**config.mk**
```make
export PLATFORM = sky130hd
export DESIGN_NAME = sector_buffer
export DESIGN_NICKNAME = d
export VERILOG_FILES = /design/src/fat32_pkg.sv /design/src/reader_pkg.sv /design/src/sector_buffer.sv
export SDC_FILE = /design/constraint.sdc
export NUM_CORES = 2
export LEC_CHECK = 0
export ABC_AREA = 1
export BUFFER_PORTS_ARGS = -buffer_cell sky130_fd_sc_hd__buf_4
export CAP_MARGIN = 20
export CORE_MARGIN = 2
export CORE_UTILIZATION = 45
export DETAILED_ROUTE_END_ITERATION = 16
export SLEW_MARGIN = 20
export SYNTH_ARGS = -nofsm -noshare
export SYNTH_HDL_FRONTEND = slang
export SYNTH_SLANG_ARGS = --single-unit
```
**constraint.sdc**
```tcl
create_clock -name iCLK -period 5.7 [get_ports iCLK]
set_input_delay 0.285 -clock iCLK [delete_from_list [all_inputs] [get_ports iCLK]]
set_output_delay 0.285 -clock iCLK [all_outputs]
set_load 0.05 [all_outputs]
```
**src/fat32_pkg.sv**
```systemverilog
package fat32_pkg;

	////////////////////
	// widths with a meaning on disk

	typedef logic [7:0]  byte_t;         // one byte of sector data
	typedef logic [8:0]  buf_addr_t;     // offset inside a 512-byte sector
	typedef logic [31:0] sector_addr_t;  // card lba
	typedef logic [23:0] cluster_t;
	typedef logic [31:0] file_size_t;    // bytes

	////////////////////
	// mbr and boot sector

	// jump instruction at the head of a boot sector
	localparam byte_t JUMP_B0 = 8'hEB;
	localparam byte_t JUMP_B1 = 8'h58;
	localparam byte_t JUMP_B2 = 8'h90;

	localparam buf_addr_t MBR_PART_LBA_OFS = 9'h1C6;  // start lba of partition 0
	localparam buf_addr_t DBR_SPC_OFS      = 9'h00D;  // sectors per cluster
	localparam buf_addr_t DBR_RSVD_OFS     = 9'h00E;  // two-byte reserved count
	localparam buf_addr_t DBR_SPF_OFS      = 9'h024;  // four-byte sectors per fat

	////////////////////
	// directory entries

	localparam int DIR_ENTRY_BYTES        = 32;
	localparam int DIR_ENTRIES_PER_SECTOR = 16;

	localparam byte_t DIR_DELETED = 8'hE5;
	localparam byte_t DIR_END     = 8'h00;  // no entries follow

	localparam cluster_t FIRST_DATA_CLUSTER = 24'd2;

	// byte offsets inside one entry
	localparam int ENT_EXT_OFS     = 8;
	localparam int ENT_CLUS_HI_OFS = 20;
	localparam int ENT_CLUS_LO_OFS = 26;
	localparam int ENT_SIZE_OFS    = 28;

endpackage

```
**src/reader_pkg.sv**
```systemverilog
package reader_pkg;

	typedef logic [7:0] file_index_t;  // catalog slot is the file number

	localparam int CATALOG_DEPTH     = 256;
	localparam int ROOT_SCAN_SECTORS = 4;  // bound on the root directory walk

	// stage that drives the card port
	typedef enum logic [1:0] {LOCATE, SCAN, STREAM} owner_t;

	////////////////////
	// stage state machines

	typedef enum logic [2:0] {
		L_IDLE, L_WAIT_MBR, L_SIG, L_PART,
		L_WAIT_DBR, L_BPB, L_SPF, L_DONE
	} locate_state_t;

	typedef enum logic [2:0] {
		S_IDLE, S_READ, S_WAIT, S_ENTRY, S_DONE
	} scan_state_t;

	typedef enum logic [2:0] {
		F_WAIT, F_IDLE, F_LOOKUP, F_START, F_STREAM
	} stream_state_t;

endpackage

```
**src/sector_buffer.sv**
```systemverilog
`timescale 1ns/10ps

module sector_buffer (
	input  logic                    iCLK,
	input  logic                    iRSTn,
	input  logic                    byte_available,
	input  fat32_pkg::buf_addr_t    addr_i,
	input  fat32_pkg::byte_t        data_i,
	input  reader_pkg::owner_t      owner,
	input  logic                    loc_start,
	input  fat32_pkg::sector_addr_t loc_addr,
	input  fat32_pkg::buf_addr_t    loc_buf_addr,
	input  logic                    scan_start,
	input  fat32_pkg::sector_addr_t scan_addr,
	input  fat32_pkg::buf_addr_t    scan_buf_addr,
	input  logic                    str_start,
	input  fat32_pkg::sector_addr_t str_addr,
	output fat32_pkg::byte_t        buf_data,
	output logic                    sector_rd_start,
	output fat32_pkg::sector_addr_t sector_rd_addr
);

	fat32_pkg::byte_t        mem [0:511];
	fat32_pkg::buf_addr_t    rd_addr;
	logic                    req_start;
	fat32_pkg::sector_addr_t req_addr;

	// requester select
	always_comb
	begin
		case (owner)
			reader_pkg::LOCATE:
			begin
				req_start = loc_start;
				req_addr  = loc_addr;
				rd_addr   = loc_buf_addr;
			end
			reader_pkg::SCAN:
			begin
				req_start = scan_start;
				req_addr  = scan_addr;
				rd_addr   = scan_buf_addr;
			end
			default:
			begin
				req_start = str_start;
				req_addr  = str_addr;
				rd_addr   = '0;  // streamed data bypasses the buffer
			end
		endcase
	end

	// card writes win over reads
	always_ff @(posedge iCLK)
	begin
		if (byte_available)
			mem[addr_i] <= data_i;
		else
			buf_data <= mem[rd_addr];
	end

	////////////////////
	// card request port

	always_ff @(posedge iCLK)
	begin
		if (iRSTn)
		begin
			sector_rd_start <= 1'b0;
			sector_rd_addr  <= '0;
		end
		else
		begin
			sector_rd_start <= req_start;
			if (req_start)
				sector_rd_addr <= req_addr;  // held until the next start
		end
	end

endmodule

```
==> run summary <==
Std cell rows = 224
Worst R2R Path Depth = 10
Ports = 180
CTS tree = done
Critical path buffers and inverters = 4
Rel. slew slack = 22.53%
Initial Utilization = 45.25%
Largest net degree at the start of global routing = 183
CP most frequent cell = nand3_1
Root buffer cell = clkbuf_16
Htree depth = 5
Clock skew = 0.08013 ns
Max incr delay on CP = 0.60 ns
Syn-to-layout area delta = 12.39%
Die footprint = 0.3798 mm2
Setup violations, final = 0
CP required = 6.53 ns
Post-DP HPWL = 272,800 um
WL final = 501,300 um
RR Startpoint = mem[0][4]$_DFFE_PP_
Final hold violations = 0
CP Capture Type = flip-flop
Total overflow reported by the global router = 0
Seq/Total Area, Yosys = 73.45%
Crit path time final = 4.088 ns
Global-route wire length before repair = 732,800 um
Status = complete, no violations
Clk Latency, worst-skew pair = 1.00 ns
CTS clk-pin slew, worst paths = 0.06 ns
Pre-CTS setup slack = 0.7425 ns
Post-route setup TNS = 0 ns
Hold Path Depth = 5
RSZ-0062 raised after global routing = false
CP top delay family = simple AND/OR/NAND/NOR gates
Die Ht = 616.2 um
Share of layout cells above drive strength 1 = 7.479%
Critical path data arrival time = 4.92 ns
DRC Markers = 0
Critical path class = in2reg
Syn Inst Count = 14.21k
Final hold slack = 0.1362 ns
Crit share post-route = 71.72%
Max VDD drop = 287.6 uV
Max_cap viols = 0
Gp weighted congestion = 0.8457
1st-pass router iterations = 8
P_leak = 64.82 nW
Post-Syn Area = 0.1687 mm2
Reg-to-reg critical path endpoint = buf_data[4]$_DFFE_PN_
Avg Cell Area, Syn = 11.87 um2
Die W = 616.2 um
Vias after detailed routing = 113.5k
CP max stage cell = inv_8
Fmax = 244.6 MHz
Syn_nets = 14.35k
Yosys warns = 0
Vias in the first global route = 107.6k
CTS-repair resized insts = 0
CP Max Fanout = 60
Distinct cells, synth = 23
Port buffer count = 179
Fillers = 32.01k
Fin nets = 14.25k
Power per Cell Area = 349.1 mW/mm2
Routed length per instance = 25.77 um
CTS Buf Count = 429
HP Start = loc_start
Initial antenna violation count = 15
GRT Total Usage = 25.74%
Core area = 0.3728 mm2
Nature of the critical path startpoint = input pin
Worst slew pin tran = 1.162 ns
Final ANT Viol Nets = 0
Hold endpoint = sector_rd_start$_SDFF_PP0_
Clk buf depth = 4
Final-report max-slew violation count = 0
Type of the most critical hold path = in2reg
Critical-path cell list = buf_4, nor2_4, nand2_8, nand2_8, inv_8, buf_12, buf_4, nand2_1, nand3_1, nand3_1, nand3_1, nand3_1, nand3_1, nand3_1, nand3_1, nand3_1, nand2_1
Post-DR vias/cell = 5.837
Post-CTS setup buffer count = 0
Total power = 66.18 mW
R2R Setup Slk = 3.15 ns
#FFs+latches synth = 4,137
# clock sinks = 4,137
Initial drt markers = 14.27k
Worst Slack Setup Final = 1.612 ns
## registers in the layout, summed over array words and instances, names as in the netlist
register	flops
mem	4096
sector_rd_addr	32
buf_data	8
sector_rd_start	1
## metal layers
| layer | global-route usage, % | part of all wire (%) | up-vias | routed length [um] |
|---|---|---|---|---|
| li1 | - | - | 51100 | - |
| met1 | 36.06 | 41 | 56220 | 204500 |
| met2 | 40.47 | 47 | 5265 | 233600 |
| met3 | 3.653 | 8.2 | 947 | 41090 |
| met4 | 10.68 | 4.4 | 6 | 21990 |
| met5 | 0 | 0.0080 | - | 40 |
## stage by stage
stage | area (um2) | std cells | utilization (%)
3_3_place_gp | 175000 | 18560 | 46.96
3_5_place_dp | 175100 | 18560 | 46.97
4_1_cts | 189500 | 19440 | 50.85
5_1_grt | 189600 | 19440 | 50.85
2_1_floorplan | 168700 | 14210 | -
6_report | 189600 | 19450 | 50.86
## logic make-up after synthesis
logic type             Yosys count  share of synthesized area [%]
AOI/OAI and AO/OA               70                         0.2908
buffers and inverters         1136                          2.909
DFF                           4137                          73.45
and+or+nand+nor               8871                          23.35
## final cells by class
type	instances	area, um2	share of cell area (%)
repair buffers	541	5505	2.904
clock inverters	250	2212	1.167
inverters	58	256.5	0.1353
diodes	11	27.53	0.01452
well taps	4972	6221	3.282
clock buffers	541	11330	5.974
flip-flops and latches	4137	123900	65.36
multi-input cells	8941	40130	21.17
## timing repair
action | in CTS | in global routing
hold buffers | 91 | 0
setup endpoints to repair | 0 | 0
endpoints found under the hold margin | 608 | 0
## worst max-delay path by stage
stage                   from                    end  slack, ns  cells after the start
finish              owner[1]  buf_data[3]$_DFFE_PN_       1.61                     17
global route        owner[1]  buf_data[3]$_DFFE_PN_       1.52                     17
CTS                 owner[1]  buf_data[3]$_DFFE_PN_       1.79                     17
detailed placement  owner[1]  buf_data[3]$_DFFE_PN_       0.74                     17
global placement    owner[1]  buf_data[1]$_DFFE_PN_       0.79                     17
floorplan           owner[1]  buf_data[2]$_DFFE_PN_       3.44                     18
## synth_stat cells (all sizes together)
library cell,number,area [um2]
nand2,3513,13200
buf,609,2929
o211a,1,10.01
clkbuf,469,1760
nor2,519,1956
edfxtp,4104,123200
nand4,1,6.260
o21ai,27,135.1
nand3,4827,24160
dfxtp,33,660.6
o22ai,7,43.79
a22oi,4,30.03
inv,58,217.7
a41oi,27,236.5
nor3,11,55.05
a311oi,4,35.03
## placed cells by master, fill, tap and decap left out, drive strengths merged, types with 33 or more instances in the layout
| cell type | n |
|---|---|
| buf | 450 |
| bufinv | 33 |
| clkbuf | 541 |
| clkinv | 199 |
| dfxtp | 33 |
| dlygate4sd3 | 91 |
| edfxtp | 4104 |
| inv | 65 |
| nand2 | 3513 |
| nand3 | 4827 |
| nor2 | 519 |
## report_power, final
group          internal, mW  switching (mW)  leakage [nW]
clock                  15.5            11.8          6.61
sequential             33.5          0.0485          37.2
combinational          1.33            3.92          21.0
total                  50.4            15.8          64.8
## worst reg2reg max path, stage by stage (launching register included)
cell and delay, ns:
edfxtp_1 0.37, nand3_1 0.09, nand3_1 0.11, nand3_1 0.13, nand3_1 0.19, nand3_1 0.21, nand3_1 0.22, nand3_1 0.38
nand3_1 0.21, nand3_1 0.33, nand2_1 0.08
No activity file was read; power rests on OpenSTA's default activity.
