$ cat src/fat32_pkg.sv
package fat32_pkg;

	////////////////////
	// widths with a meaning on disk

	typedef logic [7:0]  byte_t;         // one byte of sector data
	typedef logic [8:0]  buf_addr_t;     // offset inside a 512-byte sector
	typedef logic [31:0] sector_addr_t;  // card lba
	typedef logic [23:0] cluster_t;
	typedef logic [31:0] file_size_t;    // bytes

	////////////////////
	// mbr and boot sector

	// jump instruction at the head of a boot sector
	localparam byte_t JUMP_B0 = 8'hEB;
	localparam byte_t JUMP_B1 = 8'h58;
	localparam byte_t JUMP_B2 = 8'h90;

	localparam buf_addr_t MBR_PART_LBA_OFS = 9'h1C6;  // start lba of partition 0
	localparam buf_addr_t DBR_SPC_OFS      = 9'h00D;  // sectors per cluster
	localparam buf_addr_t DBR_RSVD_OFS     = 9'h00E;  // two-byte reserved count
	localparam buf_addr_t DBR_SPF_OFS      = 9'h024;  // four-byte sectors per fat

	////////////////////
	// directory entries

	localparam int DIR_ENTRY_BYTES        = 32;
	localparam int DIR_ENTRIES_PER_SECTOR = 16;

	localparam byte_t DIR_DELETED = 8'hE5;
	localparam byte_t DIR_END     = 8'h00;  // no entries follow

	localparam cluster_t FIRST_DATA_CLUSTER = 24'd2;

	// byte offsets inside one entry
	localparam int ENT_EXT_OFS     = 8;
	localparam int ENT_CLUS_HI_OFS = 20;
	localparam int ENT_CLUS_LO_OFS = 26;
	localparam int ENT_SIZE_OFS    = 28;

endpackage

$ cat src/reader_pkg.sv
package reader_pkg;

	typedef logic [7:0] file_index_t;  // catalog slot is the file number

	localparam int CATALOG_DEPTH     = 256;
	localparam int ROOT_SCAN_SECTORS = 4;  // bound on the root directory walk

	// stage that drives the card port
	typedef enum logic [1:0] {LOCATE, SCAN, STREAM} owner_t;

	////////////////////
	// stage state machines

	typedef enum logic [2:0] {
		L_IDLE, L_WAIT_MBR, L_SIG, L_PART,
		L_WAIT_DBR, L_BPB, L_SPF, L_DONE
	} locate_state_t;

	typedef enum logic [2:0] {
		S_IDLE, S_READ, S_WAIT, S_ENTRY, S_DONE
	} scan_state_t;

	typedef enum logic [2:0] {
		F_WAIT, F_IDLE, F_LOOKUP, F_START, F_STREAM
	} stream_state_t;

endpackage

$ cat src/volume_locator.sv
`timescale 1ns/10ps

module volume_locator (
	input  logic                    iCLK,
	input  logic                    iRSTn,
	input  logic                    init_done,
	input  logic                    read_done,
	input  fat32_pkg::byte_t        buf_data,
	output logic                    loc_start,
	output fat32_pkg::sector_addr_t loc_addr,
	output fat32_pkg::buf_addr_t    loc_buf_addr,
	output logic [2:0]              spc_shift,
	output fat32_pkg::sector_addr_t rootdir_addr,
	output logic                    volume_ready
);

	reader_pkg::locate_state_t state;
	logic [2:0]                idx;           // byte step inside a field run
	logic [31:0]               shreg;         // bytes enter at the top
	logic [31:0]               le_word;       // little endian word ending at buf_data
	logic [15:0]               rsvd_sectors;

	function automatic logic [2:0] spc_to_shift(input fat32_pkg::byte_t spc);
		case (spc)
			8'd8:    return 3'd3;
			8'd16:   return 3'd4;
			8'd32:   return 3'd5;
			default: return 3'd6;  // treat as 64
		endcase
	endfunction

	assign le_word      = {buf_data, shreg[31:8]};
	assign volume_ready = (state == reader_pkg::L_DONE);

	// buffer byte wanted in each state, data comes back one cycle later
	always_comb
	begin
		case (state)
			reader_pkg::L_SIG:  loc_buf_addr = fat32_pkg::buf_addr_t'(idx);
			reader_pkg::L_PART: loc_buf_addr = fat32_pkg::MBR_PART_LBA_OFS + 9'(idx);
			reader_pkg::L_BPB:  loc_buf_addr = (idx == 3'd0) ? fat32_pkg::DBR_SPC_OFS :
			                                   fat32_pkg::DBR_RSVD_OFS + 9'(idx - 3'd1);
			reader_pkg::L_SPF:  loc_buf_addr = fat32_pkg::DBR_SPF_OFS + 9'(idx);
			default:            loc_buf_addr = '0;
		endcase
	end

	always_ff @(posedge iCLK)
		shreg <= le_word;

	always_ff @(posedge iCLK)
	begin
		if (iRSTn)
		begin
			state     <= reader_pkg::L_IDLE;
			loc_start <= 1'b0;
			idx       <= '0;
			spc_shift <= '0;
		end
		else
		begin
			loc_start <= 1'b0;
			idx       <= idx + 1'b1;
			case (state)
				reader_pkg::L_IDLE:
					if (init_done)
					begin
						loc_start <= 1'b1;
						loc_addr  <= '0;  // sector 0 first
						state     <= reader_pkg::L_WAIT_MBR;
					end
				reader_pkg::L_WAIT_MBR:
				begin
					idx <= '0;
					if (read_done)
						state <= reader_pkg::L_SIG;
				end
				reader_pkg::L_SIG:
					if (idx == 3'd3)
					begin
						if (buf_data == fat32_pkg::JUMP_B2 && shreg[31:24] == fat32_pkg::JUMP_B1 &&
						    shreg[23:16] == fat32_pkg::JUMP_B0)
						begin
							loc_start <= 1'b1;  // sector 0 is already the dbr
							loc_addr  <= '0;
							state     <= reader_pkg::L_WAIT_DBR;
						end
						else
						begin
							idx   <= '0;
							state <= reader_pkg::L_PART;
						end
					end
				reader_pkg::L_PART:
					if (idx == 3'd4)
					begin
						loc_start <= 1'b1;
						loc_addr  <= le_word;  // partition start is the dbr
						state     <= reader_pkg::L_WAIT_DBR;
					end
				reader_pkg::L_WAIT_DBR:
				begin
					idx <= '0;
					if (read_done)
						state <= reader_pkg::L_BPB;
				end
				reader_pkg::L_BPB:
					if (idx == 3'd3)
					begin
						spc_shift    <= spc_to_shift(shreg[23:16]);
						rsvd_sectors <= {buf_data, shreg[31:24]};
						idx          <= '0;
						state        <= reader_pkg::L_SPF;
					end
				reader_pkg::L_SPF:
					if (idx == 3'd4)
					begin
						// root follows both fat copies
						rootdir_addr <= loc_addr + 32'(rsvd_sectors) + {le_word[30:0], 1'b0};
						state        <= reader_pkg::L_DONE;
					end
				default: ;
			endcase
		end
	end

endmodule

$ cat config.mk
export PLATFORM = sky130hd
export DESIGN_NAME = volume_locator
export DESIGN_NICKNAME = d
export VERILOG_FILES = /design/src/fat32_pkg.sv /design/src/reader_pkg.sv /design/src/volume_locator.sv
export SDC_FILE = /design/constraint.sdc
export NUM_CORES = 1
export LEC_CHECK = 0
export BUFFER_PORTS_ARGS = -buffer_cell sky130_fd_sc_hd__buf_2
export CAP_MARGIN = 20
export CORE_ASPECT_RATIO = 1.75
export CORE_MARGIN = 8
export CORE_UTILIZATION = 40
export DETAILED_ROUTE_END_ITERATION = 10
export PLACE_DENSITY_LB_ADDON = 0.3
export SYNTH_ARGS = -nofsm -noshare
export SYNTH_HDL_FRONTEND = slang
export SYNTH_SLANG_ARGS = --single-unit
$ cat constraint.sdc
create_clock -name iCLK -period 5.6 [get_ports iCLK]
set_clock_uncertainty 0.1 [all_clocks]
set_input_delay 0.84 -clock iCLK [delete_from_list [all_inputs] [get_ports iCLK]]
set_output_delay 0.84 -clock iCLK [all_outputs]
set_load 0.02 [all_outputs]
==> flow_metrics.py, run 1 <==
metrics = {
    "status": {
        "status": "finished, final reports clean",
    },
    "detailed_routing": {
        "dr.pass1.iters": 4,
        "drt-vias-per-instance": 5.486,
        "antenna_viol_nets_final": 0,
        "dr_total_vias": 4658,
        "detail_route.iter0.violations": 184,
        "drt_drc_violations_left": 0,
        "wirelength_mm": 15.99,
        "wire_per_inst_um": 18.83,
    },
    "floorplanning": {
        "ios": 90,
        "floorplan.rows": 61,
        "design.die.area_um2": 20230,
        "fp.dieH_um": 182.2,
        "die_x_um": 111.0,
        "core_um2": 15650,
        "floorplan.initialDensity": 0.4037,
    },
    "clocking": {
        "number_of_buffers_added_by_the_clock_tree_synthesis_step": 17,
        "clk_pin_slew_ns": 0.05,
        "cts-hold-fix-buffers": 0,
        "htreeDepth": 4,
        "clock_path_buffers": 2,
        "cts_root_buf": "sky130_fd_sc_hd__clkbuf_16",
        "cts.repair_timing.setup_buffer_count": 0,
        "tritoncts_num_sinks": 114,
        "worst_skew_pair.late_latency_ns": 0.41,
        "cts.repair.resized": 0,
        "cts_tree": "yes",
    },
    "grt": {
        "antenna_found_initial": 0,
        "grt_util_all_layers": 0.1580,
        "grt_start_max_net_pins": 54,
        "grt_pass1_vias": 4714,
        "grt_first_pass_wirelength_mm": 25.19,
        "globalRoute.totalOverflow": 0,
    },
    "run": {
        "max_cap_violations": 0,
    },
    "cells_and_area": {
        "n_antenna_cell": 0,
        "finish.net_count": 729,
        "final_layout_size_suffix_gt1_frac": 0.2091,
        "syn2layout_area_growth_pct": 19.57,
        "post_route_cell_area_um2": 7552,
    },
    "yosys": {
        "netlist_instances": 560,
        "syn_area_um2": 6316,
        "ys.flop_type": "sky130_fd_sc_hd__edfxtp_1",
        "synthMostInstantiatedCell": "sky130_fd_sc_hd__edfxtp_1",
        "seq_area_frac_synth": 0.4881,
        "synth_seq_cells": 114,
        "yosysWarningCount": 0,
        "synth_commonest_cells": "sky130_fd_sc_hd__edfxtp_1, sky130_fd_sc_hd__ha_1, sky130_fd_sc_hd__a21oi_1, sky130_fd_sc_hd__nand2_1, sky130_fd_sc_hd__and3_1",
        "syn_area_per_cell_um2": 11.28,
        "netlist.area_leader.share": 0.3803,
        "synth.top_cells.by_area": "sky130_fd_sc_hd__edfxtp_1, sky130_fd_sc_hd__dfxtp_1, sky130_fd_sc_hd__ha_1",
        "yosys.cell_types.count": 64,
        "ys_async_sr_fraction": 0,
        "synth_fp_nets": 642,
        "number_of_enable_type_register_cells_in_the_synthesized_netlist": 80,
        "netlist.top_cell.by_area": "sky130_fd_sc_hd__edfxtp_1",
    },
    "hold_path": {
        "holdCritPathClass": "reg -> reg",
        "count_of_cells_along_the_worst_hold_path": 0,
    },
    "sta": {
        "hold_viol": 0,
        "achievable_freq_ghz": 0.2702,
        "hold_slack_ns": 0.3444,
        "tightest_slew_ns": 0.8366,
        "max-slew-margin-rel": 0.4371,
        "finalMaxSlewViolations": 0,
        "fin_crit_sh": 0.6608,
        "report.final.setup_viol": 0,
        "finalSetupTns_ns": 0,
        "setup_repair_after_global_routing_missed_its_margin": "no",
        "period_needed_ns": 3.701,
    },
    "pwr": {
        "switchingPower_w": 0.0008760,
        "power.share.clock": 0.386,
        "seqPwrFrac": 0.362,
        "power-per-cell-area_nw_per_um2": 377.7,
        "power_switching_share": 0.3071,
        "combPwrFrac": 0.252,
        "internal_power_w": 0.001977,
        "fin_total_pwr_w": 0.002853,
        "power.static_leakage_nw": 3.216,
        "max-vdd-ir-drop_mv": 0.2194,
    },
    "setup_path": {
        "start_kind": "register",
        "worstPathMaxFanout": 4,
        "worst_ep_arrival_time_ns": 3.75,
        "cp_data_required_time_ns": 5.65,
        "timing_worst_setup_path_type": "reg -> reg",
        "critical_path.endpoint_type": "register",
        "r2r.worst_path.cells": 12,
    },
    "place": {
        "dp_hpwl_mm": 12.29,
        "gp_congestion": 0.9064,
        "detailed_place.area_um2": 6935,
        "portBuffers": 89,
    },
}
## layout make-up
cell class	instances	area [µm²]
clock buffer	21	493.0
inverter	19	71.32
sequential	114	3083
clock inverter	11	123.9
multi-input combinational	401	3062
fill	1396	8094
tap	189	236.5
timing repair buffer	94	483.0
## per-layer routing
layer	global-route usage	routed length, µm
met5	0	0
met2	0.2854	8481
met4	0.07228	498
met3	0.04372	618
met1	0.1651	6389
## cells in the final DEF (no fill, tap or decap), types with 3 or more instances in the layout
master	netlist	layout
sky130_fd_sc_hd__nand3_1	10	10
sky130_fd_sc_hd__xor2_1	10	10
sky130_fd_sc_hd__buf_4	2	5
sky130_fd_sc_hd__nor3_1	12	11
sky130_fd_sc_hd__nor2_1	31	31
sky130_fd_sc_hd__o2111ai_1	3	3
sky130_fd_sc_hd__ha_1	54	54
sky130_fd_sc_hd__o21ai_1	3	3
sky130_fd_sc_hd__clkinv_4	0	3
sky130_fd_sc_hd__dfxtp_1	34	34
sky130_fd_sc_hd__a311oi_1	4	4
sky130_fd_sc_hd__o21bai_1	4	4
sky130_fd_sc_hd__o21a_1	3	3
sky130_fd_sc_hd__and2_1	8	8
sky130_fd_sc_hd__clkbuf_16	0	19
sky130_fd_sc_hd__o21ai_0	12	12
sky130_fd_sc_hd__nand2_1	42	42
sky130_fd_sc_hd__a31oi_1	6	6
sky130_fd_sc_hd__nand4b_1	3	3
sky130_fd_sc_hd__or4_1	3	3
sky130_fd_sc_hd__a21boi_0	3	3
sky130_fd_sc_hd__buf_2	1	89
sky130_fd_sc_hd__xnor2_1	22	22
sky130_fd_sc_hd__a22o_1	4	4
sky130_fd_sc_hd__o22ai_1	4	4
sky130_fd_sc_hd__inv_1	18	18
sky130_fd_sc_hd__fa_1	16	16
sky130_fd_sc_hd__and3_1	38	38
sky130_fd_sc_hd__a211oi_1	5	5
sky130_fd_sc_hd__a21oi_1	42	42
sky130_fd_sc_hd__a21o_1	12	12
sky130_fd_sc_hd__nor2b_1	6	5
sky130_fd_sc_hd__or3_1	3	3
sky130_fd_sc_hd__edfxtp_1	80	80
## stage by stage
| step | instances | util | setup WS [ns] |
|---|---|---|---|
| 6_report | 849 | 0.4827 | 1.899 |
| 5_1_grt | 849 | 0.4827 | 1.726 |
| 4_1_cts | 849 | 0.4827 | 1.883 |
| 3_5_place_dp | 817 | 0.4433 | 1.895 |
| 3_3_place_gp | 817 | 0.4433 | 1.978 |
| 2_1_floorplan | 560 | - | 0.8073 |
## flip-flops by register name, indices dropped and copies added (netlist names)
register	flops
loc_addr	32
idx	3
rootdir_addr	32
rsvd_sectors	16
spc_shift	3
shreg	24
state	3
loc_start	1
## final timing paths
path	start	to	slack (ns)
setup reg to reg	loc_addr[1]	rootdir_addr[31]	1.90
setup / recovery	loc_addr[1]	rootdir_addr[31]	1.90
hold reg to reg	shreg[16]	shreg[8]	0.34
hold / removal	shreg[16]	shreg[8]	0.34
## critical path, stage by stage (launching register included)
cell and delay [ns]:
sky130_fd_sc_hd__edfxtp_1 0.34, sky130_fd_sc_hd__inv_1 0.06, sky130_fd_sc_hd__fa_1 0.54, sky130_fd_sc_hd__inv_1 0.05, sky130_fd_sc_hd__ha_1 0.22, sky130_fd_sc_hd__fa_1 0.41
sky130_fd_sc_hd__a21o_1 0.20, sky130_fd_sc_hd__a221oi_2 0.42, sky130_fd_sc_hd__o22ai_2 0.21, sky130_fd_sc_hd__or3_4 0.45, sky130_fd_sc_hd__a31oi_4 0.20, sky130_fd_sc_hd__o211ai_2 0.12
sky130_fd_sc_hd__xnor2_1 0.13
## cell families after synthesis
family / share of synthesized area
xor gates and xnor gates: 0.04437
AOI/OAI and AO/OA: 0.1323
buffers and inverters: 0.02932
muxes: 0.003566
and+or+nand+nor: 0.1414
DFF: 0.4881
adders and majority gates: 0.1609
## power by group through the flow
stage | Sequential, W | Clock, W | Combinational (W)
after floorplan | 0.00105 | 0 | 0.000524
after global placement | 0.00105 | 0 | 0.000691
after detailed placement | 0.00105 | 0 | 0.000712
after CTS | 0.00103 | 0.00112 | 0.000719
after global routing | 0.00104 | 0.00116 | 0.000796
final | 0.00103 | 0.00110 | 0.000720
No activity file was read; power rests on OpenSTA's default activity.
==> run 2, diff against run 1 <==
==> constraint.sdc (replaced) <==
create_clock -name iCLK -period 3.6 [get_ports iCLK]
set_clock_uncertainty 0.1 [all_clocks]
set_input_delay 0.54 -clock iCLK [delete_from_list [all_inputs] [get_ports iCLK]]
set_output_delay 0.54 -clock iCLK [all_outputs]
set_load 0.02 [all_outputs]
==> run 2 against run 1 <==
Effect of this change:
- combinational power rose by 64%
- critical path depth did not move
- fmax is 7.3% higher
- total power up 57%
==> flow_metrics.py, run 2 (synthesized netlist as in run 1, its figures left out) <==
metrics = {
    "status": {
        "status": "finished, final reports clean",
    },
    "cells_and_area": {
        "finish.net_count": 748,
        "n_antenna_cell": 0,
        "mostFrequentLayoutCells": "sky130_fd_sc_hd__buf_2, sky130_fd_sc_hd__edfxtp_1, sky130_fd_sc_hd__ha_1",
        "area.sequential_um2": 3083,
        "layout.cells.non_filler": 868,
        "final_layout_size_suffix_gt1_frac": 0.2415,
        "fillerInstances": 1400,
        "finalCoreUtilization": 0.4956,
        "syn2layout_area_growth_pct": 22.76,
        "final_common_cell": "sky130_fd_sc_hd__buf_2",
        "post_route_cell_area_um2": 7754,
        "multi_input_area_um2": 3124,
        "top_regs": "loc_addr: 32 flops, rootdir_addr: 32 flops, shreg: 24 flops",
    },
    "place": {
        "place.detailed.instances": 832,
        "portBuffers": 89,
        "dp_hpwl_mm": 12.40,
        "gp_congestion": 0.8882,
        "detailed_place.area_um2": 7076,
    },
    "setup_path": {
        "cp_data_required_time_ns": 3.66,
        "crit_start": "rsvd_sectors[1]",
        "start_kind": "register",
        "cp_slowest_stage_delay_ns": 0.53,
        "worst-path-stages": 12,
        "worst_ep_arrival_time_ns": 3.51,
        "r2r_setup_slack_ns": 0.15,
        "timing.critical_path.to": "rootdir_addr[31]",
        "cpLargestDelayFamily": "adder cells",
        "rr_startpoint": "rsvd_sectors[1]",
        "critical_path.endpoint_type": "register",
        "r2r.worst_path.cells": 12,
        "worstPathMaxFanout": 3,
        "crit_path_cell_trace": "inv_2, fa_1, inv_1, ha_2, fa_2, a21o_1, a221oi_4, o22ai_4, or3_4, a31oi_4, o211ai_2, xnor2_1",
        "cp_slowest_cell": "sky130_fd_sc_hd__fa_1",
        "crit_buf_inv": 2,
        "timing_worst_setup_path_type": "reg -> reg",
        "worst_r2r_endpoint": "rootdir_addr[31]",
    },
    "detailed_routing": {
        "detail_route.iter0.violations": 224,
        "wire_per_inst_um": 18.76,
        "antenna_viol_nets_final": 0,
        "drt_drc_violations_left": 0,
        "dr_total_vias": 4708,
        "wirelength_mm": 16.29,
        "dr.pass1.iters": 5,
        "drt-vias-per-instance": 5.424,
    },
    "floorplanning": {
        "floorplan.initialDensity": 0.4037,
        "core_um2": 15650,
        "fp.dieH_um": 182.2,
        "floorplan.rows": 61,
        "die_x_um": 111.0,
        "ios": 90,
        "design.die.area_um2": 20230,
    },
    "clocking": {
        "cts_tree": "yes",
        "clock_path_buffers": 2,
        "worst_skew_pair.late_latency_ns": 0.41,
        "number_of_buffers_added_by_the_clock_tree_synthesis_step": 17,
        "cts-hold-fix-buffers": 0,
        "clk_pin_slew_ns": 0.06,
        "htreeDepth": 4,
        "cts_root_buf": "sky130_fd_sc_hd__clkbuf_16",
        "tritoncts_num_sinks": 114,
    },
    "sta": {
        "finalMaxSlewViolations": 0,
        "hold_viol": 0,
        "hold_slack_ns": 0.2396,
        "fin_crit_sh": 0.9580,
        "setup_repair_after_global_routing_missed_its_margin": "yes",
        "max-slew-margin-rel": 0.5092,
        "achievable_freq_ghz": 0.2900,
        "tightest_slew_ns": 0.7351,
        "period_needed_ns": 3.449,
        "report.final.setup_viol": 0,
    },
    "grt": {
        "antenna_found_initial": 0,
        "grt_pass1_vias": 4900,
        "globalRoute.totalOverflow": 0,
        "grt_first_pass_wirelength_mm": 25.94,
        "grt_util_all_layers": 0.1607,
        "grt_start_max_net_pins": 36,
    },
    "hold_path": {
        "holdCritPathClass": "in -> reg",
    },
    "pwr": {
        "power.static_leakage_nw": 3.292,
        "max-vdd-ir-drop_mv": 0.3310,
        "fin_total_pwr_w": 0.004476,
        "power-per-cell-area_nw_per_um2": 577.2,
    },
    "run": {
        "max_cap_violations": 0,
    },
}
-- run 2: changes by cell type in the layout (fill, tap and decap cells not counted), sizes merged --
cell      previous run  this run
buf                 94       113
clkbuf              21        18
clkinv               7         5
clkinvlp             2         5
inv                 19        21
-- run 2: area by class of cell --
class,count,share of cell area
clock buffer,18,0.05809
clock inverter,14,0.01936
inverter,19,0.009198
multi-input combinational,401,0.4029
sequential,114,0.3976
tap,189,0.03050
timing repair buffer,113,0.08230
-- run 2: timing repair --
item,CTS,global route
gates resized for setup,0,9
endpoints found under the hold margin,0,0
setup endpoints to repair,0,5
buffers inserted,0,4
-- run 2: worst register-to-register path, stage by stage, from the launching register on --
cell and delay [ns]:
sky130_fd_sc_hd__edfxtp_1 0.34, sky130_fd_sc_hd__inv_2 0.04, sky130_fd_sc_hd__fa_1 0.53, sky130_fd_sc_hd__inv_1 0.05
sky130_fd_sc_hd__ha_2 0.19, sky130_fd_sc_hd__fa_2 0.37, sky130_fd_sc_hd__a21o_1 0.23, sky130_fd_sc_hd__a221oi_4 0.34
sky130_fd_sc_hd__o22ai_4 0.14, sky130_fd_sc_hd__or3_4 0.41, sky130_fd_sc_hd__a31oi_4 0.23, sky130_fd_sc_hd__o211ai_2 0.10
sky130_fd_sc_hd__xnor2_1 0.14
-- run 2: report_power, final --
| group | internal, W | switching, W | leakage, nW | total (W) |
|---|---|---|---|---|
| sequential | 0.00152 | 0.0000922 | 1.02 | 0.00161 |
| combinational | 0.000476 | 0.000702 | 1.99 | 0.00118 |
| clock | 0.00106 | 0.000621 | 0.278 | 0.00168 |
| total | 0.00306 | 0.00142 | 3.29 | 0.00448 |
-- run 2: per-layer routing --
| layer | vias to the layer above | part of all wire | GRT usage |
|---|---|---|---|
| met1 | 2254 | 0.39 | 0.1652 |
| met5 | - | 0 | 0 |
| met3 | 28 | 0.039 | 0.03320 |
| li1 | 2293 | - | - |
| met4 | 0 | 0.025 | 0.06522 |
| met2 | 133 | 0.54 | 0.3053 |
-- run 2: worst min path at each step --
| stage | start | to | slack (ns) | cells after the start |
|---|---|---|---|---|
| after floorplan | shreg[31] | shreg[23] | 0.27 | 0 |
| after global placement | shreg[22] | shreg[14] | 0.34 | 0 |
| after detailed placement | shreg[16] | shreg[8] | 0.34 | 0 |
| after CTS | buf_data[7] | shreg[31] | 0.23 | 1 |
| after global routing | buf_data[7] | shreg[31] | 0.23 | 1 |
| final | buf_data[7] | shreg[31] | 0.24 | 1 |
-- run 2: metrics by stage --
stage	setup slack (ns)	setup TNS, ns
after global placement	0.08689	0
after global routing	-0.03139	-0.05562
after floorplan	0.05507	0
after detailed placement	0.03507	0
after CTS	0.01743	0
final	0.1513	0
