File: src/fat32_pkg.sv
package fat32_pkg;

	////////////////////
	// widths with a meaning on disk

	typedef logic [7:0]  byte_t;         // one byte of sector data
	typedef logic [8:0]  buf_addr_t;     // offset inside a 512-byte sector
	typedef logic [31:0] sector_addr_t;  // card lba
	typedef logic [23:0] cluster_t;
	typedef logic [31:0] file_size_t;    // bytes

	////////////////////
	// mbr and boot sector

	// jump instruction at the head of a boot sector
	localparam byte_t JUMP_B0 = 8'hEB;
	localparam byte_t JUMP_B1 = 8'h58;
	localparam byte_t JUMP_B2 = 8'h90;

	localparam buf_addr_t MBR_PART_LBA_OFS = 9'h1C6;  // start lba of partition 0
	localparam buf_addr_t DBR_SPC_OFS      = 9'h00D;  // sectors per cluster
	localparam buf_addr_t DBR_RSVD_OFS     = 9'h00E;  // two-byte reserved count
	localparam buf_addr_t DBR_SPF_OFS      = 9'h024;  // four-byte sectors per fat

	////////////////////
	// directory entries

	localparam int DIR_ENTRY_BYTES        = 32;
	localparam int DIR_ENTRIES_PER_SECTOR = 16;

	localparam byte_t DIR_DELETED = 8'hE5;
	localparam byte_t DIR_END     = 8'h00;  // no entries follow

	localparam cluster_t FIRST_DATA_CLUSTER = 24'd2;

	// byte offsets inside one entry
	localparam int ENT_EXT_OFS     = 8;
	localparam int ENT_CLUS_HI_OFS = 20;
	localparam int ENT_CLUS_LO_OFS = 26;
	localparam int ENT_SIZE_OFS    = 28;

endpackage

File: src/reader_pkg.sv
package reader_pkg;

	typedef logic [7:0] file_index_t;  // catalog slot is the file number

	localparam int CATALOG_DEPTH     = 256;
	localparam int ROOT_SCAN_SECTORS = 4;  // bound on the root directory walk

	// stage that drives the card port
	typedef enum logic [1:0] {LOCATE, SCAN, STREAM} owner_t;

	////////////////////
	// stage state machines

	typedef enum logic [2:0] {
		L_IDLE, L_WAIT_MBR, L_SIG, L_PART,
		L_WAIT_DBR, L_BPB, L_SPF, L_DONE
	} locate_state_t;

	typedef enum logic [2:0] {
		S_IDLE, S_READ, S_WAIT, S_ENTRY, S_DONE
	} scan_state_t;

	typedef enum logic [2:0] {
		F_WAIT, F_IDLE, F_LOOKUP, F_START, F_STREAM
	} stream_state_t;

endpackage

File: src/file_streamer.sv
`timescale 1ns/10ps

module file_streamer (
	input  logic                    iCLK,
	input  logic                    iRSTn,
	input  logic                    catalog_ready,
	input  logic                    file_en,
	input  reader_pkg::file_index_t file_sel,
	output reader_pkg::file_index_t cat_index,
	input  fat32_pkg::cluster_t     cat_cluster,
	input  fat32_pkg::file_size_t   cat_size,
	input  logic [2:0]              spc_shift,
	input  fat32_pkg::sector_addr_t rootdir_addr,
	input  logic                    byte_available,
	output logic                    str_start,
	output fat32_pkg::sector_addr_t str_addr,
	output logic                    multi_sector_en,
	output logic                    reader_idle,
	output logic                    file_reading,
	output fat32_pkg::file_size_t   file_size,
	output fat32_pkg::file_size_t   file_read_size
);

	reader_pkg::stream_state_t state;
	fat32_pkg::sector_addr_t   first_sector;

	// cluster 2 sits at the root directory
	assign first_sector = rootdir_addr +
	                      (32'(cat_cluster - fat32_pkg::FIRST_DATA_CLUSTER) << spc_shift);

	assign file_reading = (state == reader_pkg::F_STREAM);

	always_ff @(posedge iCLK)
	begin
		if (iRSTn)
		begin
			state           <= reader_pkg::F_WAIT;
			str_start       <= 1'b0;
			multi_sector_en <= 1'b0;
			reader_idle     <= 1'b0;
			file_size       <= '0;
			file_read_size  <= '0;
		end
		else
		begin
			str_start <= 1'b0;
			case (state)
				reader_pkg::F_WAIT:
					if (catalog_ready)
					begin
						reader_idle <= 1'b1;
						state       <= reader_pkg::F_IDLE;
					end
				reader_pkg::F_IDLE:
					if (file_en)
					begin
						cat_index      <= file_sel;
						file_read_size <= '0;
						reader_idle    <= 1'b0;
						state          <= reader_pkg::F_LOOKUP;
					end
				reader_pkg::F_LOOKUP:
					state <= reader_pkg::F_START;  // catalog read latency
				reader_pkg::F_START:
				begin
					str_start       <= 1'b1;
					str_addr        <= first_sector;
					file_size       <= cat_size;
					multi_sector_en <= 1'b1;  // card streams while this is high
					state           <= reader_pkg::F_STREAM;
				end
				reader_pkg::F_STREAM:
					if (file_read_size == file_size)
					begin
						multi_sector_en <= 1'b0;
						reader_idle     <= 1'b1;
						state           <= reader_pkg::F_IDLE;  // card keeps sending, bytes dropped
					end
					else if (byte_available)
						file_read_size <= file_read_size + 1'b1;
				default:
				begin
					multi_sector_en <= 1'b0;
					reader_idle     <= 1'b0;
					state           <= reader_pkg::F_WAIT;
				end
			endcase
		end
	end

endmodule

File: config.mk
export PLATFORM = sky130hd
export DESIGN_NAME = file_streamer
export DESIGN_NICKNAME = d
export VERILOG_FILES = /design/src/fat32_pkg.sv /design/src/reader_pkg.sv /design/src/file_streamer.sv
export SDC_FILE = /design/constraint.sdc
export NUM_CORES = 1
export LEC_CHECK = 0
export CAP_MARGIN = 20
export CELL_PAD_IN_SITES_DETAIL_PLACEMENT = 0
export CELL_PAD_IN_SITES_GLOBAL_PLACEMENT = 1
export CORE_ASPECT_RATIO = 2
export CORE_MARGIN = 8
export CORE_UTILIZATION = 47
export CTS_CLUSTER_SIZE = 28
export DETAILED_ROUTE_END_ITERATION = 16
export DONT_BUFFER_PORTS = 1
export GPL_ROUTABILITY_DRIVEN = 0
export MAX_ROUTING_LAYER = met4
export PLACE_DENSITY_LB_ADDON = 0.12
export SLEW_MARGIN = 25
export SYNTH_ARGS = -nofsm -noshare
export SYNTH_HDL_FRONTEND = slang
export SYNTH_SLANG_ARGS = --single-unit
File: constraint.sdc
create_clock -name iCLK -period 5.8 [get_ports iCLK]
set_input_delay 0.87 -clock iCLK [delete_from_list [all_inputs] [get_ports iCLK]]
set_output_delay 0.87 -clock iCLK [all_outputs]
set_load 0.02 [all_outputs]
==> results.cfg, run 1 <==
[worst_setup_path]
worst-path-buf-inv = 1
crit_chain = or4_4 -> or4_4 -> or3_1 -> or2_2 -> a221oi_1 -> mux2i_1 -> o21ai_1 -> ha_1 -> nand3_1 -> nor2_1 -> a2111oi_0 -> buf_4 -> o21bai_1 -> a311o_1
start_kind = input port
crit_path_max_fanout = 6
cp-end-kind = register
path_delay_family = simple AND/OR/NAND/NOR gates
path_class = input port to register
crit_top_cell = or4_4
cp.arrival_ns = 5.14
slowest_stage = or4_4
slowest_delay_ns = 0.55
cp.required_ns = 5.90

[clock_tree]
holdBufCountCts = 0
cts_sinks = 110
cts_tree = yes
htree_num_levels = 3
cts_made_buffers = 9
insertion_delay_ns = 0.35
path_clk_slew_ns = 0.07
postCtsSetupBuffers = 0
cts_resized = 0
cts_buffer_depth = 2
clock-root-buffer = clkbuf_16

[route]
ant_nets = 0
maxUsedRoutingLayer = met4
vias = 6725
wire_per_inst_um = 20.8
drc = 0
totalWireLength_um = 23300
wl_met1_um = 7450
drt_iter0_markers = 356
dr.pass1.iters = 5
wl_met3_um = 1700
met2_wirelength_um = 13300
detail_route.vias_per_cell = 5.99

[synthesis]
ys_top_cells_by_area = dfxtp_1 (18%), edfxtp_1 (16%), xnor2_1 (7.9%)
yosysTopAreaCellShare_pct = 18.2
async_flop_share_pct = 0
synth_area_mm2 = 0.00770
avgSynthCellArea_um2 = 8.14
syn_nets = 1090
synth.distinct_cells = 64
ys_seq_area_share_pct = 33.8
synth_cells = 946
synth_common_cells = nand2_1 (136), a21oi_1 (94), nor2_1 (84)
yosysMostFrequentCell = nand2_1
yosysWarnings = 0
yosys_most_used_dff = dfxtp_1
synth_edf_count = 40
synth-seq-cells = 110
yosysTopAreaCell = dfxtp_1

[power_and_ir_drop]
p_sw_mw = 0.570
ir_drop_v = 0.000113
internal_power_mw = 1.33
swShare_pct = 30.0
p_leak_nw = 2.95
p_per_area_mw_per_mm2 = 236
pwr-share-seq_pct = 45.5
clkPwrFrac_pct = 30.8
pwr-share-comb_pct = 23.7

[placement]
hpwl_um = 19200
portBuffers = 0
place_inst = 1107

[layout]
syn_to_final_growth_pct = 4.94
drive_gt1_share_pct = 4.79
stdcell_count = 1123
layout.nets = 1058
nFillCells = 1607
num_antenna_cells = 0

[run_status]
status = complete, no violations

[global_route]
grt_max_degree = 48
grt.overflow.total = 0
grt_usage_pct = 22.6
grt_pass1_vias = 6749
grt_antenna_before_repair = 0
grt_pass1_wl_um = 36300

[timing]
worst_pin_slew_ns = 0.842
final.min_clock_period_ns = 5.05
finalSetupTns_ns = 0
max_slew_margin_pct = 43.7
finalClockSkew_ns = 0.00921
drv_slew = 0
hold_viol_final = 0
fmax_mhz = 198
setup_viol = 0
rsz0062_at_grt = false
min_period_over_period_pct = 87.0

[floorplanning]
die_h_um = 197
fp.coreArea_mm2 = 0.0162
io_pins = 212
die_area_mm2 = 0.0210
rows = 66
start_util_pct = 47.5
fp.dieW_um = 106

[min_path]
hold_path.class = register to register

[job]
drv_cap = 0
==> area by class of cell <==
class	instances	area, µm²	area share, %
clock buffer	12	246	3.05
timing repair buffer	7	52.6	0.651
tap	204	255	3.16
clock inverter	4	32.5	0.403
inverter	32	120	1.49
multi-input combinational	754	4770	59.0
sequential	110	2600	32.2
==> cell usage in the layout (no fill, tap or decap), drive strengths merged, types with 3 or more instances in the layout <==
cell type,instances
o41ai,3
edfxtp,40
o221ai,3
nand3,23
nor2,84
ha,39
or2,6
o211ai,7
clkbuf,12
a21o,14
or4,3
o22ai,6
nor4,11
dfxtp,70
a22oi,3
a311oi,3
o21ai,41
nand2,136
mux2i,34
or3,16
nand2b,6
nor2b,5
and3,13
mux2,5
inv,32
xor2,20
a31o,3
nor3,25
and4,3
o21a,4
nand4,20
a31oi,8
buf,7
nor3b,4
xnor2,69
and2,7
a21boi,3
a21oi,97
a211oi,7
==> power groups by stage <==
stage               Clock, mW  Combinational, mW  Sequential [mW]
finish                  0.585              0.452            0.865
detailed placement          0              0.449            0.884
global route            0.633              0.506            0.867
CTS                     0.601              0.452            0.865
global placement            0              0.443            0.883
floorplan                   0              0.376            0.875
==> worst reg2reg max path, cell delays in order (launching register included) <==
cell and delay [ns]:
dfxtp_1 0.57, xnor2_1 0.24, nand4_1 0.29, nor4_1 0.11, a311oi_1 0.58, o21ai_0 0.40
nor2_1 0.74, a31oi_1 0.17, a41o_1 0.22
==> state kept, by name, summed over array words and instances, names as in the netlist <==
| signal | flops |
|---|---|
| reader_idle | 1 |
| state | 3 |
| str_start | 1 |
| multi_sector_en | 1 |
| file_size | 32 |
| str_addr | 32 |
| cat_index | 8 |
| file_read_size | 32 |
==> worst paths after layout <==
kind                      startpoint            endpoint  slack [ns]  cells past startpoint
setup reg to reg  file_read_size[12]  file_read_size[21]        2.37                      8
setup / recovery     cat_cluster[13]        str_addr[28]        0.75                     14
hold reg to reg             state[2]            state[1]        0.57                      1
hold / removal              state[2]            state[1]        0.57                      1
==> kinds of logic after synthesis <==
group                    count (synthesis)  synth area share (%)
buffers and inverters                   82                  4.29
AND/OR/NAND/NOR                        363                  22.0
adder cells (fa/ha/maj)                 40                  6.60
multiplexers                            40                  5.45
AO/OA/AOI/OAI                          222                  17.7
XOR/XNOR                                89                  10.2
flip-flops                             110                  33.8
==> through the flow <==
stage	worst slack [ns]	power, mW	utilization (%)	cell area (µm²)	hold WS [ns]
2_1_floorplan	0.472	1.25	-	7700	0.489
3_3_place_gp	0.463	1.33	48.2	7800	0.526
3_5_place_dp	0.405	1.33	48.2	7800	0.571
4_1_cts	0.760	1.92	49.9	8080	0.571
5_1_grt	0.413	2.01	49.9	8080	0.564
6_report	0.753	1.90	49.9	8080	0.572
==> layer usage <==
layer / global-route usage [%] / vias up
met1: 19.1 / 3172
met4: 11.0 / 0
li1: - / 3303
met3: 5.53 / 38
met2: 43.9 / 212
met5: - / -
Note: power is estimated with default switching activity, not from simulation.
==> run 2: changes to the inputs <==
--- a/config.mk
+++ b/config.mk
@@ -10,7 +10,7 @@
 export CELL_PAD_IN_SITES_GLOBAL_PLACEMENT = 1
 export CORE_ASPECT_RATIO = 2
 export CORE_MARGIN = 8
-export CORE_UTILIZATION = 47
+export CORE_UTILIZATION = 43
 export CTS_CLUSTER_SIZE = 28
 export DETAILED_ROUTE_END_ITERATION = 16
 export DONT_BUFFER_PORTS = 1
==> constraint.sdc (replaced) <==
create_clock -name iCLK -period 4.3 [get_ports iCLK]
set_input_delay 0.645 -clock iCLK [delete_from_list [all_inputs] [get_ports iCLK]]
set_output_delay 0.645 -clock iCLK [all_outputs]
set_load 0.02 [all_outputs]
==> run 2 against run 1 <==
Power increased by 47%. Clock skew decreased by 0.0014 ns. Routed wire length is 7.2% higher. First-iteration DRC count grew 14%. Global-route usage decreased by 0.59 points. Critical path type unchanged. Critical endpoint unchanged. Highest routed layer unchanged.
==> results.cfg, run 2 (synthesis gave the netlist of run 1 again) <==
[layout]
largestRegisters = file_read_size x32, file_size x32, str_addr x32
final_util_pct = 52.3
final_common_cell = nand2_1
layout_common_cells = nand2_1 (136), buf_4 (127), a21oi_1 (82), nor2_1 (79), dfxtp_1 (70)
layout.nets = 1180
drive_gt1_share_pct = 20.4
num_antenna_cells = 0
syn_to_final_growth_pct = 20.3

[floorplanning]
io_pins = 212
die_h_um = 205
fp.dieW_um = 111
fp.coreArea_mm2 = 0.0177
start_util_pct = 43.5
die_area_mm2 = 0.0227
rows = 69

[worst_setup_path]
crit_path_max_fanout = 7
path_class = input port to register
path_delay_family = simple AND/OR/NAND/NOR gates
start_kind = input port
slowest_delay_ns = 0.53
crit_chain = or4_4 -> or4_4 -> or3_4 -> or2_4 -> a211o_1 -> and3_1 -> a21o_1 -> mux2i_2 -> ha_2 -> a21oi_2 -> a21boi_0 -> o21ai_1 -> a31oi_1 -> o221ai_1 -> a311o_1
cp-end-kind = register
cp.required_ns = 4.40
worst-path-buf-inv = 0
crit_top_cell = or4_4
slowest_stage = or4_4
cp.arrival_ns = 4.39

[clock_tree]
cts_made_buffers = 9
htree_num_levels = 3
insertion_delay_ns = 0.35
cts_tree = yes
path_clk_slew_ns = 0.08
clock-root-buffer = clkbuf_16
cts_sinks = 110
holdBufCountCts = 0
cts_buffer_depth = 2

[route]
drc = 0
detail_route.vias_per_cell = 5.75
ant_nets = 0
wire_per_inst_um = 19.9
drt_iter0_markers = 405
dr.pass1.iters = 4
totalWireLength_um = 25000
vias = 7208

[timing]
fmax_mhz = 233
hold_viol_final = 0
finalClockSkew_ns = 0.00778
worst_pin_slew_ns = 0.925
finalSetupTns_ns = 0
setup_viol = 0
max_slew_margin_pct = 38.1
final.min_clock_period_ns = 4.29
min_period_over_period_pct = 99.8
rsz0062_at_grt = true
drv_slew = 0
worst_slack_ns = 0.0103

[power_and_ir_drop]
pwr-share-seq_pct = 41.7
ir_drop_v = 0.000161
p_sw_mw = 0.852
swShare_pct = 30.5
internal_power_mw = 1.95
power.total_mw = 2.80
p_leak_nw = 3.61
clkPwrFrac_pct = 28.3
pwr-share-comb_pct = 30.0
p_per_area_mw_per_mm2 = 302

[global_route]
grt_pass1_wl_um = 39000
grt_antenna_before_repair = 0
grt_pass1_vias = 7307
grt_max_degree = 48
grt_usage_pct = 22.0
grt.overflow.total = 0

[job]
drv_cap = 0

[placement]
dp_slack_ns = -0.474
hpwl_um = 20700
portBuffers = 0

[min_path]
hold_path.class = input port to register

[run_status]
status = complete, no violations
[run 2: cell types whose count changed in the layout (fill, tap and decap cells not counted), sizes merged]
cell,before,now
buf,7,129
clkbuf,12,9
clkinvlp,2,4
inv,32,33
[run 2: worst register-to-register path, delay by kind of cell, from the launching register on]
family          cells  cell delay, ns
compound gates      4            1.39
xor+xnor            1            0.24
flops               1            0.54
simple gates        3            1.20
[run 2: area by class of cell]
class / count / area (µm²)
Timing Repair Buffer: 129 / 985
Tap cell: 213 / 267
Clock buffer: 9 / 225
Multi-Input combinational cell: 754 / 5010
Sequential cell: 110 / 2600
Inverter: 32 / 120
Fill cell: 1749 / 8440
Clock inverter: 7 / 47.5
[run 2: per-stage QoR]
| step | hold WS (ns) | area [µm²] | std cells |
|---|---|---|---|
| 2_1_floorplan | 0.489 | 7790 | 946 |
| 4_1_cts | 0.338 | 9140 | 1254 |
| 3_5_place_dp | 0.565 | 8760 | 1230 |
| 5_1_grt | 0.339 | 9260 | 1254 |
| 6_report | 0.351 | 9260 | 1254 |
| 3_3_place_gp | 0.533 | 8760 | 1230 |
[run 2: power by group through the flow]
stage,clock (mW),combinational (mW),sequential (mW)
floorplan,0,0.529,1.18
global placement,0,0.773,1.19
detailed placement,0,0.791,1.19
CTS,0.809,0.819,1.17
global route,0.844,0.927,1.17
finish,0.793,0.839,1.17
[run 2: metal layers]
metal  global-route usage, %  part of all wire, %  up-vias
met4                    8.45                  2.9        0
li1                        -                    -     3553
met3                    5.90                  6.6       36
met2                    44.0                   59      194
met5                       -                    0        -
met1                    18.4                   32     3425
[run 2: timing repair]
| action | 4_1_cts | 5_1_grt |
|---|---|---|
| buffers inserted | 8 | 1 |
| pin swaps | 12 | 13 |
| setup endpoints to repair | 7 | 13 |
| hold endpoints to repair | 0 | 0 |
| resized for setup | 14 | 28 |
[run 2: worst paths after layout]
kind                      startpoint                 end  slack, ns  depth (start not counted)
hold / removal                 iRSTn       file_size[25]       0.35                          1
hold reg to reg             state[2]            state[1]       0.58                          1
setup reg to reg  file_read_size[12]  file_read_size[21]       0.82                          8
setup / recovery     cat_cluster[13]        str_addr[28]       0.01                         15
==> run 3: changes to the inputs <==
--- a/config.mk
+++ b/config.mk
@@ -16,7 +16,7 @@
 export DONT_BUFFER_PORTS = 1
 export GPL_ROUTABILITY_DRIVEN = 0
 export MAX_ROUTING_LAYER = met4
-export PLACE_DENSITY_LB_ADDON = 0.12
+export PLACE_DENSITY_LB_ADDON = 0.1
 export SLEW_MARGIN = 25
 export SYNTH_ARGS = -nofsm -noshare
 export SYNTH_HDL_FRONTEND = slang
==> run 3 against run 2 <==
Clock power increased by 3.4%. Sequential power about the same. Highest routed layer unchanged. Die area unchanged. Hold slack got worse by 0.00095 ns. Clock skew increased by 0.0022 ns. Global-route usage decreased by 0.18 points. Sequential share of layout area increased by 0.13 points. Non-clock buffer count decreased by 3. Critical path type unchanged. Critical path depth increased by 1.
==> results.cfg, run 3 (synthesis gave the netlist of run 1 again) <==
[global_route]
met2_usage_pct = 43.8
grt.overflow.total = 0
busiest_layer = met2
grt_usage_pct = 21.8
grt_antenna_before_repair = 1
met1_usage_pct = 17.3
grt_util_met3_pct = 5.75
grt_max_degree = 48
grt_pass1_vias = 7331
grt_pass1_wl_um = 38500

[route]
totalWireLength_um = 24900
drc = 0
vias = 7131
wire_per_inst_um = 19.9
dr.pass1.iters = 6
detail_route.vias_per_cell = 5.70
drt_iter0_markers = 361
ant_nets = 0

[worst_setup_path]
r2r_start = file_read_size[3]
start_kind = input port
crit_path_start = cat_cluster[13]
r2r-end = file_read_size[21]
reg2reg_slack_ns = 1.00
cp-end-kind = register
cp.required_ns = 4.41
crit_path_max_fanout = 7
cp.arrival_ns = 4.40
path_class = input port to register
rr_worst_depth = 8

[floorplanning]
rows = 69
start_util_pct = 43.5
fp.dieW_um = 111
die_h_um = 205
io_pins = 212
fp.coreArea_mm2 = 0.0177
die_area_mm2 = 0.0227

[timing]
finalClockSkew_ns = 0.00995
worst_pin_slew_ns = 0.874
max_slew_margin_pct = 41.5
final.min_clock_period_ns = 4.29
finalSetupTns_ns = 0
min_period_over_period_pct = 99.8
whs_ns = 0.350
rsz0062_at_grt = true
fmax_mhz = 233
setup_viol = 0
drv_slew = 0
hold_viol_final = 0

[power_and_ir_drop]
p_leak_nw = 3.61
p_per_area_mw_per_mm2 = 305
ir_drop_v = 0.000215

[placement]
hpwl_um = 20800
portBuffers = 0

[layout]
layout.nets = 1177
syn_to_final_growth_pct = 19.8
largestRegisters = file_read_size x32, file_size x32, str_addr x32
layout_common_cells = nand2_1 (136), buf_4 (126), a21oi_1 (87), nor2_1 (79), dfxtp_1 (70)
final_common_cell = nand2_1
drive_gt1_share_pct = 19.6
nFillCells = 1726
final_util_pct = 52.1

[clock_tree]
cts_sinks = 110
cts_tree = yes
cts_buffer_depth = 2
clock-root-buffer = clkbuf_16
path_clk_slew_ns = 0.08
htree_num_levels = 3
insertion_delay_ns = 0.36
cts_made_buffers = 9
holdBufCountCts = 0

[min_path]
hold_path_depth = 1
hold_path.class = input port to register
min_to = file_size[23]
hp-start = iRSTn

[job]
drv_cap = 0

[run_status]
status = complete, no violations
run 3: changes by cell type in the layout (fill, tap and decap cells not counted), sizes merged:
| cell | change |
|---|---|
| inv | +1 |
| clkinv | +3 |
| buf | -3 |
| diode | +1 |
| clkinvlp | -4 |
run 3: final cells by class:
type	instances	area, µm²	share of cell area, %
Multi-Input combinational cell	754	4990	54.1
Sequential cell	110	2600	28.2
Timing Repair Buffer	126	946	10.3
Tap cell	213	267	2.89
Clock buffer	9	225	2.44
Inverter	32	120	1.30
Clock inverter	7	67.6	0.733
Antenna cell	1	2.50	0.0271
run 3: report_power, final:
group	internal, mW	switching [mW]
Combinational	0.415	0.407
Clock	0.408	0.412
Sequential	1.12	0.0425
run 3: layer usage:
metal	wire length (µm)	part of all wire, %
met4	977	3.9
met2	14700	59
met3	1500	6.0
met5	0	0
met1	7670	31
run 3: worst max-delay path by stage:
| stage | slack (ns) | cells past startpoint | end |
|---|---|---|---|
| after floorplan | -0.34 | 17 | str_addr[28] |
| after global placement | -0.42 | 14 | str_addr[28] |
| after detailed placement | -0.50 | 14 | str_addr[28] |
| after CTS | 0.007 | 14 | str_addr[27] |
| after global routing | -0.15 | 14 | str_addr[31] |
| final | 0.008 | 16 | str_addr[28] |
run 3: timing repair:
action / CTS / global route
hold endpoints to repair: 0 / 0
setup endpoints to repair: 7 / 13
buffers inserted: 3 / 5
pin swaps: 14 / 26
resized for setup: 8 / 30
run 3: worst max-delay path: stages:
cell	delay (ns)
or4_4	0.53
or4_4	0.51
or3_4	0.45
or2_4	0.29
or3_4	0.37
nor2_2	0.10
a211oi_1	0.06
a21oi_2	0.15
ha_1	0.27
a21oi_2	0.21
inv_2	0.08
a21oi_4	0.16
nor3_2	0.05
a31oi_1	0.13
o221ai_1	0.13
a311o_1	0.28
run 3: stage by stage:
stage | instances | worst slack (ns) | instance area (µm²) | power [mW]
final | 1252 | 0.00848 | 9220 | 2.81
after global routing | 1252 | -0.147 | 9220 | 2.95
after CTS | 1247 | 0.00744 | 9070 | 2.81
after detailed placement | 1228 | -0.497 | 8730 | 1.98
after global placement | 1228 | -0.421 | 8730 | 1.96
after floorplan | 946 | -0.344 | 7790 | 1.71
